<file path="src/verilog/cdbus_cfg.svh">
`ifndef CDBUS_CFG_SVH
`define CDBUS_CFG_SVH

`define CD_VERSION      8'h0e
`define CD_BUF_AW       8           // 256 bytes per buffer

`define CD_DIV_RESET    16'd346     // bit period is div + 1 clocks
`define CD_IDLE_RESET   8'd10       // idle bit times before bus_idle
`define CD_FILTER_RESET 8'hff

`endif

</file>
<file path="src/verilog/cd_reg_pkg.sv">
package cd_reg_pkg;

    typedef enum logic [3:0] {
        REG_VERSION   = 4'h0,
        REG_DIV       = 4'h1,
        REG_IDLE_WAIT = 4'h2,
        REG_FILTER    = 4'h3,
        REG_INT_FLAG  = 4'h4,
        REG_INT_MASK  = 4'h5,
        REG_RX_DATA   = 4'h6,
        REG_RX_CTRL   = 4'h7,
        REG_TX_DATA   = 4'h8,
        REG_TX_CTRL   = 4'h9
    } cd_csr_addr_e;

    typedef struct packed {
        logic [15:0] div;
        logic [7:0]  idle_wait_len;
        logic [7:0]  filter;            // own address
    } cd_ctrl_t;

    typedef struct packed {
        logic bus_idle;                 // bit 4
        logic rx_pending;
        logic rx_lost;                  // sticky
        logic rx_error;                 // sticky
        logic tx_clean;                 // bit 0
    } cd_int_t;

endpackage

</file>
<file path="src/verilog/cd_frame_pkg.sv">
package cd_frame_pkg;

    typedef struct packed {
        logic       valid;
        logic       frame_end;
        logic [7:0] data;
    } cd_des_t;

    typedef struct packed {
        logic       en;
        logic [7:0] data;
        logic       commit;
        logic       abort;
    } cd_buf_wr_t;

    typedef struct packed {
        logic en;
        logic done;
    } cd_buf_rd_t;

    typedef struct packed {
        logic       pending;
        logic [7:0] len;
    } cd_buf_stat_t;

    typedef enum logic [1:0] {DES_IDLE, DES_START, DES_DATA, DES_STOP} cd_des_state_e;

    typedef enum logic [2:0] {
        SER_IDLE, SER_WAIT_IDLE, SER_START, SER_DATA, SER_STOP, SER_DONE
    } cd_ser_state_e;

    // crc-16/modbus over one byte lsb first
    function automatic logic [15:0] crc16_byte(input logic [15:0] crc, input logic [7:0] data);
        logic [15:0] c;
        c = crc ^ {8'h00, data};
        for (int i = 0; i < 8; i++) begin
            c = c[0] ? ((c >> 1) ^ 16'ha001) : (c >> 1);
        end
        return c;
    endfunction

endpackage

</file>
<file path="src/verilog/cd_tx_ser.sv">
`timescale 1ns/1ps

module cd_tx_ser (
    input  logic                        clk,
    input  logic                        arst_n,
    input  cd_reg_pkg::cd_ctrl_t        ctrl,
    input  logic                        bus_idle,
    input  cd_frame_pkg::cd_buf_stat_t  stat,
    output cd_frame_pkg::cd_buf_rd_t    rd,
    input  logic [7:0]                  rd_byte,
    output logic                        tx,
    output logic                        tx_en
);
    import cd_frame_pkg::*;

    cd_ser_state_e state;
    logic [15:0]   cnt;
    logic [2:0]    bit_idx;
    logic [7:0]    shreg;
    logic [15:0]   crc;
    logic [7:0]    sent;
    logic [1:0]    phase;               // 0 data, 1 crc low, 2 crc high
    logic          bit_end;

    assign bit_end = cnt == ctrl.div;

    always_ff @(posedge clk or negedge arst_n) begin
        if (!arst_n) begin
            state <= SER_IDLE;
            cnt <= '0;
            bit_idx <= '0;
            shreg <= '0;
            crc <= 16'hffff;
            sent <= '0;
            phase <= '0;
            rd <= '0;
            tx <= 1'b1;
            tx_en <= 1'b0;
        end else begin
            rd <= '0;
            cnt <= bit_end ? 16'd0 : cnt + 16'd1;
            case (state)
                SER_IDLE: if (stat.pending) begin
                    state <= SER_WAIT_IDLE;
                end
                SER_WAIT_IDLE: begin
                    cnt <= '0;
                    if (bus_idle) begin
                        state <= SER_START;
                        shreg <= rd_byte;
                        crc <= crc16_byte(16'hffff, rd_byte);
                        sent <= 8'd1;
                        phase <= 2'd0;
                        rd.en <= 1'b1;
                        tx <= 1'b0;
                        tx_en <= 1'b1;
                    end
                end
                SER_START: if (bit_end) begin
                    state <= SER_DATA;
                    bit_idx <= '0;
                    tx <= shreg[0];
                end
                SER_DATA: if (bit_end) begin
                    bit_idx <= bit_idx + 3'd1;
                    shreg <= shreg >> 1;
                    tx <= shreg[1];
                    if (bit_idx == 3'd7) begin
                        state <= SER_STOP;
                        tx <= 1'b1;
                    end
                end
                SER_STOP: if (bit_end) begin
                    state <= SER_START;
                    tx <= 1'b0;
                    if (phase == 2'd0 && sent != stat.len) begin
                        shreg <= rd_byte;
                        crc <= crc16_byte(crc, rd_byte);
                        sent <= sent + 8'd1;
                        rd.en <= 1'b1;
                    end else if (phase == 2'd0) begin
                        phase <= 2'd1;
                        shreg <= crc[7:0];
                    end else if (phase == 2'd1) begin
                        phase <= 2'd2;
                        shreg <= crc[15:8];
                    end else begin
                        state <= SER_DONE;
                        tx <= 1'b1;
                        tx_en <= 1'b0;      // end of last stop bit
                        rd.done <= 1'b1;
                    end
                end
                SER_DONE: state <= SER_IDLE;            // buffer drops pending here
                default: state <= SER_IDLE;
            endcase
        end
    end

    assert property (@(posedge clk) disable iff (!arst_n) state == SER_IDLE |-> !tx_en)
        else $error("tx_en high while serializer idle");

endmodule

</file>
<file path="config.mk">
export PLATFORM = sky130hd
export DESIGN_NAME = cd_tx_ser
export DESIGN_NICKNAME = d
export VERILOG_FILES = /design/src/verilog/cdbus_cfg.svh /design/src/verilog/cd_reg_pkg.sv /design/src/verilog/cd_frame_pkg.sv /design/src/verilog/cd_tx_ser.sv
export SDC_FILE = /design/constraint.sdc
export NUM_CORES = 1
export LEC_CHECK = 0
export BUFFER_PORTS_ARGS = -buffer_cell sky130_fd_sc_hd__buf_4
export CAP_MARGIN = 20
export CELL_PAD_IN_SITES_DETAIL_PLACEMENT = 0
export CELL_PAD_IN_SITES_GLOBAL_PLACEMENT = 2
export CORE_ASPECT_RATIO = 1.25
export CORE_MARGIN = 1.5
export CORE_UTILIZATION = 35
export DETAILED_ROUTE_END_ITERATION = 7
export GPL_TIMING_DRIVEN = 0
export PLACE_DENSITY = 0.79
export SETUP_SLACK_MARGIN = 0.5
export SYNTH_ARGS = -nofsm -noshare
export SYNTH_HDL_FRONTEND = slang
export SYNTH_SLANG_ARGS = --single-unit
</file>
<file path="constraint.sdc">
create_clock -name clk -period 2.9 [get_ports clk]
set_input_delay 0.145 -clock clk [delete_from_list [all_inputs] [get_ports clk]]
set_output_delay 0.145 -clock clk [all_outputs]
set_load 0.02 [all_outputs]
</file>
==> impl_metrics.toml, run 1 <==
[final_layout]
nets = 512
drive_above_1_share_pct = 20.4
mostFrequentLayoutCells = "nor2_1, dfrtp_1, buf_4"
syn2layout_area_growth_pct = 23.0
layout_commonest_cell = "nor2_1"
antenna_cells = 0

[setup_path]
crit-reg2reg-capture = "sent[7]$_DFFE_PN0P_"
worstPathArrival_ns = 2.62
required_ns = 3.16
worstSetupStartpointType = "register"
reg2reg_from = "cnt[7]$_DFF_PN0_"
cp-end-kind = "register"
r2r_slack_ns = 0.53
slowest_delay_ns = 0.49
critPathKind = "register to register"
worstRegToRegCells = 7
path_cells = "xor2_1 > nor4_1 > nand4_1 > o31a_1 > buf_4 > or4_1 > a21oi_1"
crit_slowest_cell = "or4_1"
worst-path-max-fanout = 5

[global_route]
grt_pass1_wl_um = 15500
grt_pass1_vias = 3025
overflow = 0
grtUsageTotal_pct = 18.0
grt_max_degree = 61
antenna_found_initial = 0

[drt]
drt_iter0_markers = 144
ant_nets = 0
wl_per_cell_um = 15.5
vias = 2978
drcViolationCount = 0
wirelength_um = 9140
viasPerCell = 5.05
dr.pass1.iters = 4

[place]
portBuffers = 37
place.gp.congestion = 0.769
dp_hpwl_um = 6610

[pwr]
ir_worst_vdd_uv = 343
p_leak_nw = 1.93
power.density_nw_per_um2 = 819

[clocking]
cts_tree = "done"
clk_pin_slew_ns = 0.05
insertion_delay_ns = 0.33
h-tree-depth = 3
clock_path_buffers = 2
clk_root_buffer_cell = "clkbuf_16"
cts_made_buffers = 9
clock-sinks = 60

[floorplanning]
die_area_um2 = 11200
rows = 41
ios = 56
core_um2 = 10200
fp.dieW_um = 95.0
die_h_um = 118
start_util_pct = 36.3

[min_path]
hold_end = "crc[13]$_DFFE_PN1P_"
hp-start = "rd_byte[7]"
hp-class = "input pin to register"
min_path_cells = 4

[synthesis]
ys_ff_latch = 60
synth_area_per_cell_um2 = 9.14
yosys_warnings = 0
synth-async-reset-ratio_pct = 100
synth_edf_count = 0
syn_inst = 405
synthFlopType = "dfrtp_1"
synthesis.area_um2 = 3700
syn_nets = 461
seq_area_frac_synth_pct = 41.1
synth.distinct_cells = 43

[sta]
tightestPinTransition_ns = 0.774
setup_viol = 0
period_needed_ns = 2.37
hold_slack_ns = 0.215
rsz0062_at_grt = "true"
finClkSkew_ns = 0.00578
fin_crit_sh_pct = 81.6
fmax_ghz = 0.423
finalHoldViolations = 0
finalSetupTns_ns = 0
max-slew-margin-rel_pct = 48.4
slew_violations = 0

[status]
status = "completed"

[flow_run]
cap_viol_max_count = 0
[metrics by stage]
stage                     std cells  setup WS (ns)  cell area [um2]  utilization (%)  total power [mW]
after floorplan                 405          0.805             3700                -              2.15
after global placement          571          0.197             4140             40.6              2.44
after detailed placement        571          0.186             4140             40.6              2.45
after CTS                       589          0.509             4540             44.4              3.76
after global routing            590          0.464             4550             44.6              3.96
final                           590          0.535             4550             44.6              3.73
[flip-flops by register name, summed over array words and instances, names as in the netlist, 2 cells and up]
register	flops
shreg	8
cnt	16
rd	2
bit_idx	3
sent	8
state	3
crc	16
phase	2
[area by class of cell]
type                    instances  area, um2
plain buffers                  21       90.1
clock buffers                  12        267
clock inverters                 4       93.8
fillers                      1027       5660
inverters                       7       26.3
multi-input cells             317       2090
flip-flops and latches         60       1520
well taps                     129        161
repair buffers                 40        303
[cells by family (layout without fill, tap and decap cells)]
family	Yosys count	count (layout)	share of synthesized area [%]
multiplexers	15	15	4.33
buffers and inverters	28	84	2.94
AO/OA/AOI/OAI	86	86	13.9
flip-flops	60	60	41.1
AND/OR/NAND/NOR	137	137	17.2
adder cells (fa/ha/maj)	4	4	1.35
XOR/XNOR	75	75	19.1
[cells in the mapped netlist, types with 7 or more instances]
| cell type | number | area (um2) |
|---|---|---|
| a21oi_1 | 30 | 150 |
| clkbuf_1 | 17 | 63.8 |
| dfrtp_1 | 43 | 1080 |
| dfstp_2 | 17 | 447 |
| inv_1 | 7 | 26.3 |
| mux2_2 | 8 | 90.1 |
| mux2i_1 | 7 | 70.1 |
| nand2_1 | 25 | 93.8 |
| nand3_1 | 11 | 55.1 |
| nand4_1 | 7 | 43.8 |
| nor2_1 | 55 | 206 |
| nor3_1 | 9 | 45.0 |
| o21ai_0 | 23 | 115 |
| o22a_1 | 8 | 70.1 |
| o22ai_1 | 8 | 50.1 |
| xnor2_1 | 33 | 289 |
| xor2_1 | 38 | 333 |
[repair_timing]
action,CTS,global route
endpoints found under the setup margin,26,30
endpoints found under the hold margin,43,0
hold buffers,1,0
pin swaps,2,1
buffers inserted,1,1
resized for setup,4,11
[per-layer routing]
layer | vias up | share of wire (%) | global-route usage, %
li1 | 1507 | - | -
met1 | 1415 | 45 | 23.3
met2 | 44 | 50 | 29.6
met3 | 12 | 2.8 | 2.33
met4 | 0 | 2.1 | 7.84
met5 | - | 0 | 0
[power by group]
group          switching, mW  total, mW  internal, mW
Combinational          0.549       1.14         0.595
Sequential             0.206       1.30          1.10
Clock                  0.374       1.28         0.906
Total                   1.13       3.73          2.60
[worst max path at each step]
| stage | slack (ns) | endpoint | start |
|---|---|---|---|
| after floorplan | 0.81 | sent[6]$_DFFE_PN0P_ | cnt[12]$_DFF_PN0_ |
| after global placement | 0.20 | sent[6]$_DFFE_PN0P_ | cnt[5]$_DFF_PN0_ |
| after detailed placement | 0.19 | sent[2]$_DFFE_PN0P_ | cnt[8]$_DFF_PN0_ |
| after CTS | 0.51 | sent[2]$_DFFE_PN0P_ | cnt[5]$_DFF_PN0_ |
| after global routing | 0.46 | sent[7]$_DFFE_PN0P_ | cnt[5]$_DFF_PN0_ |
| final | 0.53 | sent[7]$_DFFE_PN0P_ | cnt[7]$_DFF_PN0_ |
[critical path: cells and delay by family (launching register included)]
kind	cells	cell delay [ns]
AND/OR/NAND/NOR	3	1.03
AO/OA/AOI/OAI	2	0.50
flip-flops	1	0.43
XOR/XNOR	1	0.17
buffers and inverters	1	0.16
Note: power is estimated with default switching activity, not from simulation.
==> inputs of run 2 (changes only) <==
--- a/config.mk
+++ b/config.mk
@@ -5,13 +5,14 @@
 export SDC_FILE = /design/constraint.sdc
 export NUM_CORES = 1
 export LEC_CHECK = 0
+export ABC_AREA = 1
 export BUFFER_PORTS_ARGS = -buffer_cell sky130_fd_sc_hd__buf_4
 export CAP_MARGIN = 20
 export CELL_PAD_IN_SITES_DETAIL_PLACEMENT = 0
 export CELL_PAD_IN_SITES_GLOBAL_PLACEMENT = 2
 export CORE_ASPECT_RATIO = 1.25
 export CORE_MARGIN = 1.5
-export CORE_UTILIZATION = 35
+export CORE_UTILIZATION = 33
 export DETAILED_ROUTE_END_ITERATION = 7
 export GPL_TIMING_DRIVEN = 0
 export PLACE_DENSITY = 0.79
==> constraint.sdc (replaced) <==
create_clock -name clk -period 2.4 [get_ports clk]
set_input_delay 0.12 -clock clk [delete_from_list [all_inputs] [get_ports clk]]
set_output_delay 0.12 -clock clk [all_outputs]
set_load 0.02 [all_outputs]
==> impl_metrics.toml, run 2 <==
[synthesis]
synth_top_area_share_pct = 26.8
synth_area_leader_cell = "dfrtp_1"
yosysMostFrequentCell = "nand2_1"
synthFlopType = "dfrtp_1"
synth_edf_count = 0
syn_inst = 545
synthesis.area_um2 = 4020
synth-async-reset-ratio_pct = 100
yosys-top-cells-area = "dfrtp_1, nand2_1, dfstp_2"
syn_nets = 601
seq_area_frac_synth_pct = 37.9
synth_common_cells = "nand2_1, inv_1, nor2_1"
synth.distinct_cells = 44
ys_ff_latch = 60
yosys_warnings = 0
synth_area_per_cell_um2 = 7.37

[global_route]
grtUsageTotal_pct = 18.7
grt_pass1_wl_um = 18400
overflow = 0
antenna_found_initial = 0
grt_pass1_vias = 3798
grt_max_degree = 61

[final_layout]
mostFrequentLayoutCells = "nand2_1, buf_4, inv_1"
antenna_cells = 0
finalNonFillerCells = 789
drive_above_1_share_pct = 27.9
multi_input_area_um2 = 2280
fillers = 1255
syn2layout_area_growth_pct = 29.3
stdcell_area_um2 = 5190
layout_commonest_cell = "nand2_1"
seqCellArea_um2 = 1530
top_regs = "cnt: 16 flops, crc: 16 flops"
nets = 679

[setup_path]
worst-path-max-fanout = 9
worstSetupStartpointType = "register"
critPathKind = "register to register"
cp-end-kind = "register"
reg2reg_from = "cnt[0]$_DFF_PN0_"
crit-reg2reg-capture = "crc[15]$_DFFE_PN1P_"
worstRegToRegCells = 11
r2r_slack_ns = 0.57
worstPathArrival_ns = 2.09
required_ns = 2.66

[floorplanning]
die_area_um2 = 12800
ios = 56
start_util_pct = 34.3
core_um2 = 11700
fp.dieW_um = 102
rows = 44
die_h_um = 126

[place]
place_area_um2 = 4500
dp_hpwl_um = 8150
portBuffers = 38
place.gp.congestion = 0.777
dp.cells = 744
pre_cts_ws_ns = 0.219

[clocking]
clk_root_buffer_cell = "clkbuf_16"
clock-sinks = 60
cts_made_buffers = 9
h-tree-depth = 3
cts_tree = "done"
clock_path_buffers = 2
clk_pin_slew_ns = 0.05
insertion_delay_ns = 0.33

[drt]
wl_per_cell_um = 14.5
drt_iter0_markers = 153
ant_nets = 0
vias = 3808
dr.pass1.iters = 4
viasPerCell = 4.83
wirelength_um = 11400
drcViolationCount = 0

[sta]
max-slew-margin-rel_pct = 46.5
period_needed_ns = 1.83
rsz0062_at_grt = "true"
timing.final.ws_setup_ns = 0.573
slew_violations = 0
finClkSkew_ns = 0.00494
tightestPinTransition_ns = 0.803
finalSetupTns_ns = 0
setup_viol = 0
fin_crit_sh_pct = 76.1
fmax_ghz = 0.547
finalHoldViolations = 0

[min_path]
hp-start = "rd_byte[3]"
hp-class = "input pin to register"
hold_end = "crc[9]$_DFFE_PN1P_"
min_path_cells = 4

[pwr]
p_leak_nw = 2.42
ir_worst_vdd_uv = 463
power.density_nw_per_um2 = 1140

[flow_run]
cap_viol_max_count = 0

[status]
status = "completed"
==> run 2: cell count changes in the layout (fill, tap and decap cells not counted), moves of 9 or more <==
cell / delta
nand2_2: +9
inv_1: +50
buf_4: +25
o21ai_1: +14
nand2_1: +107
xor2_1: -19
clkbuf_1: -10
nand3_1: +13
a21oi_1: -14
xnor2_1: -11
==> run 2: cells by family after synthesis <==
group	count (synthesis)	share of synthesized area, %
AOI/OAI and AO/OA	94	13.8
xor gates and xnor gates	43	9.37
adders and majority gates	4	1.25
buffers and inverters	82	8.31
DFF	60	37.9
and+or+nand+nor	262	29.4
==> run 2: worst max-delay path, cell delays in order, from the launching register on <==
cell,delay (ns)
dfrtp_1,0.38
buf_4,0.15
xnor2_2,0.12
nand4_1,0.13
nor2_1,0.14
nand2_2,0.14
buf_8,0.18
nand2_2,0.10
nand3_2,0.15
nor2_4,0.13
nand2_1,0.08
o21ai_2,0.06
==> run 2: what timing repair did <==
action,4_1_cts,5_1_grt
endpoints found under the setup margin,29,52
hold endpoints to repair,43,0
pin swaps,7,28
resized for setup,10,67
hold buffers,1,0
buffers inserted,11,15
cloned,0,2
==> run 2: stage by stage <==
step	util, %	hold slack (ns)	power [mW]
after floorplan	-	-0.176	3.51
after global placement	38.4	0.264	4.20
after detailed placement	38.4	0.263	4.22
after CTS	41.9	0.149	5.59
final	44.3	0.162	5.94
after global routing	44.3	0.203	6.48
==> run 2: final cells by class <==
type	count	area share [%]
multi-input cells	403	43.9
inverters	67	4.99
repair buffers	67	9.83
well taps	161	3.88
clock inverters	1	0.0964
plain buffers	15	2.34
clock buffers	15	5.54
flip-flops and latches	60	29.4
==> run 2: power by group <==
part	switching, mW	total (mW)	internal [mW]
clock network	0.452	1.26	0.810
logic	1.80	2.98	1.18
registers	0.261	1.70	1.44
total	2.51	5.94	3.43
==> run 2: how the worst max path moves through the flow <==
stage,from,end,cells past startpoint
after floorplan,cnt[0]$_DFF_PN0_,cnt[12]$_DFF_PN0_,10
after global placement,sent[3]$_DFFE_PN0P_,shreg[5]$_DFFE_PN0P_,9
after detailed placement,sent[3]$_DFFE_PN0P_,shreg[6]$_DFFE_PN0P_,9
after CTS,cnt[0]$_DFF_PN0_,cnt[12]$_DFF_PN0_,10
after global routing,cnt[1]$_DFF_PN0_,crc[15]$_DFFE_PN1P_,11
final,cnt[0]$_DFF_PN0_,crc[15]$_DFFE_PN1P_,11
==> run 2: routing by layer <==
metal  GRT usage [%]  vias up  routed length, um
met2            32.4       61               5830
met3            3.58       16                352
li1                -     1918                  -
met4            8.01        0                244
met5               0        -                  0
met1            22.3     1813               4980
==> inputs of run 3 (changes only) <==
==> constraint.sdc (replaced) <==
create_clock -name clk -period 1.7 [get_ports clk]
set_input_delay 0.085 -clock clk [delete_from_list [all_inputs] [get_ports clk]]
set_output_delay 0.085 -clock clk [all_outputs]
set_load 0.02 [all_outputs]
==> impl_metrics.toml, run 3 (synthesized netlist as in run 2, its figures left out) <==
[status]
status = "finished with violations"
violations = "negative setup slack"

[sta]
slew_violations = 0
period_needed_ns = 1.89
rsz0062_at_grt = "true"
setup_viol = 57
tightestPinTransition_ns = 0.825
max-slew-margin-rel_pct = 45.0
fin_crit_sh_pct = 111
finalHoldViolations = 0
finClkSkew_ns = 0.00393
timing.final.ws_setup_ns = -0.186
fmax_ghz = 0.530

[global_route]
grt_pass1_wl_um = 19900
grt_pass1_vias = 3972
antenna_found_initial = 0
grtUsageTotal_pct = 20.1
overflow = 0
grt_max_degree = 61

[drt]
viasPerCell = 4.77
ant_nets = 0
wl_per_cell_um = 14.8
wirelength_um = 12200
dr.pass1.iters = 4
vias = 3927
drcViolationCount = 0
drt_iter0_markers = 164

[clocking]
h-tree-depth = 3
cts_made_buffers = 9
clock-sinks = 60
cts_tree = "done"
clock_path_buffers = 2
clk_root_buffer_cell = "clkbuf_16"
clk_pin_slew_ns = 0.05
insertion_delay_ns = 0.33

[place]
place.gp.congestion = 0.790
dp_hpwl_um = 8220
pre_cts_ws_ns = -0.503
portBuffers = 38

[final_layout]
syn2layout_area_growth_pct = 47.8
antenna_cells = 0
mostFrequentLayoutCells = "nand2_1, buf_4, inv_1"
top_regs = "cnt: 16 flops, crc: 16 flops"
layout_commonest_cell = "nand2_1"
drive_above_1_share_pct = 39.9
nets = 713
fin_util_pct = 50.6

[flow_run]
cap_viol_max_count = 0

[setup_path]
path_cells = "xnor2_1 > nand2_1 > nor2_1 > nand4_1 > buf_4 > nand2_4 > o21ai_4 > buf_12 > buf_8 > o211ai_1 > o21ai_1"
slowest_delay_ns = 0.40
reg2reg_from = "sent[0]$_DFFE_PN0P_"
worstPathArrival_ns = 2.13
cp-end-kind = "register"
worstRegToRegCells = 11
worst-path-max-fanout = 6
required_ns = 1.95
crit-reg2reg-capture = "crc[12]$_DFFE_PN1P_"
critPathKind = "register to register"
crit_slowest_cell = "dfrtp_1"
worstSetupStartpointType = "register"
crit_family = "buffers and inverters"
r2r_slack_ns = -0.19
path_buf_inv = 3

[floorplanning]
core_um2 = 11700
ios = 56
start_util_pct = 34.3
rows = 44
die_area_um2 = 12800
die_h_um = 126
fp.dieW_um = 102

[min_path]
hp-class = "input pin to register"
hp-start = "rd_byte[3]"
hold_end = "crc[9]$_DFFE_PN1P_"
min_path_cells = 4

[pwr]
ir_worst_vdd_uv = 689
power_mw = 9.92
p_leak_nw = 2.72
power.density_nw_per_um2 = 1670
==> run 3: cell type report <==
type,instances,area (um2)
Buffer,15,141
Clock buffer,12,256
Clock inverter,4,47.5
Fill cell,1140,5790
Inverter,67,264
Multi-Input combinational cell,404,2570
Sequential cell,60,1530
Tap cell,161,201
Timing Repair Buffer,100,930
==> run 3: worst max-delay path by stage <==
stage	end	start	depth (start not counted)
after global placement	shreg[5]$_DFFE_PN0P_	sent[3]$_DFFE_PN0P_	9
after CTS	crc[12]$_DFFE_PN1P_	cnt[2]$_DFF_PN0_	9
after global routing	crc[12]$_DFFE_PN1P_	sent[1]$_DFFE_PN0P_	11
after detailed placement	shreg[4]$_DFFE_PN0P_	sent[3]$_DFFE_PN0P_	9
after floorplan	cnt[12]$_DFF_PN0_	cnt[0]$_DFF_PN0_	10
final	crc[12]$_DFFE_PN1P_	sent[0]$_DFFE_PN0P_	11
==> run 3: metal layers <==
metal  share of wire [%]  track usage, %  wire length (um)  up-vias
met5                   0               0                 0        -
met4                 3.0            9.15               361        0
met3                 2.4            1.82               290       17
met2                  52            34.9              6320       63
met1                  43            24.7              5220     1854
li1                    -               -                 -     1993
==> run 3: stage by stage <==
step           hold slack, ns  setup TNS [ns]  cells  instance area, um2
2_1_floorplan          -0.211               0    545                4180
3_3_place_gp            0.238           -6.07    744                4660
3_5_place_dp            0.249           -6.47    744                4660
4_1_cts                 0.120           -5.87    805                5600
5_1_grt                 0.165          -13.28    823                5940
6_report                0.129           -6.24    823                5940
==> run 3: where the power goes <==
group | total, mW | internal (mW) | switching [mW]
logic | 5.61 | 2.55 | 3.06
registers | 2.44 | 2.04 | 0.405
clock network | 1.87 | 1.21 | 0.656
total | 9.92 | 5.80 | 4.12
==> run 3: timing repair <==
action | in CTS | in global routing
resized for setup | 72 | 61
endpoints found under the setup margin | 60 | 60
pin swaps | 17 | 25
hold endpoints to repair | 43 | 0
buffers inserted | 39 | 17
gates cloned | 5 | 1
hold buffers | 1 | 0
==> run 3: worst min-delay path, delay by kind of cell <==
family	cells	cell delay, ns
AOI/OAI and AO/OA	1	0.07
and+or+nand+nor	1	0.06
xor gates and xnor gates	1	0.11
buffers and inverters	1	0.12
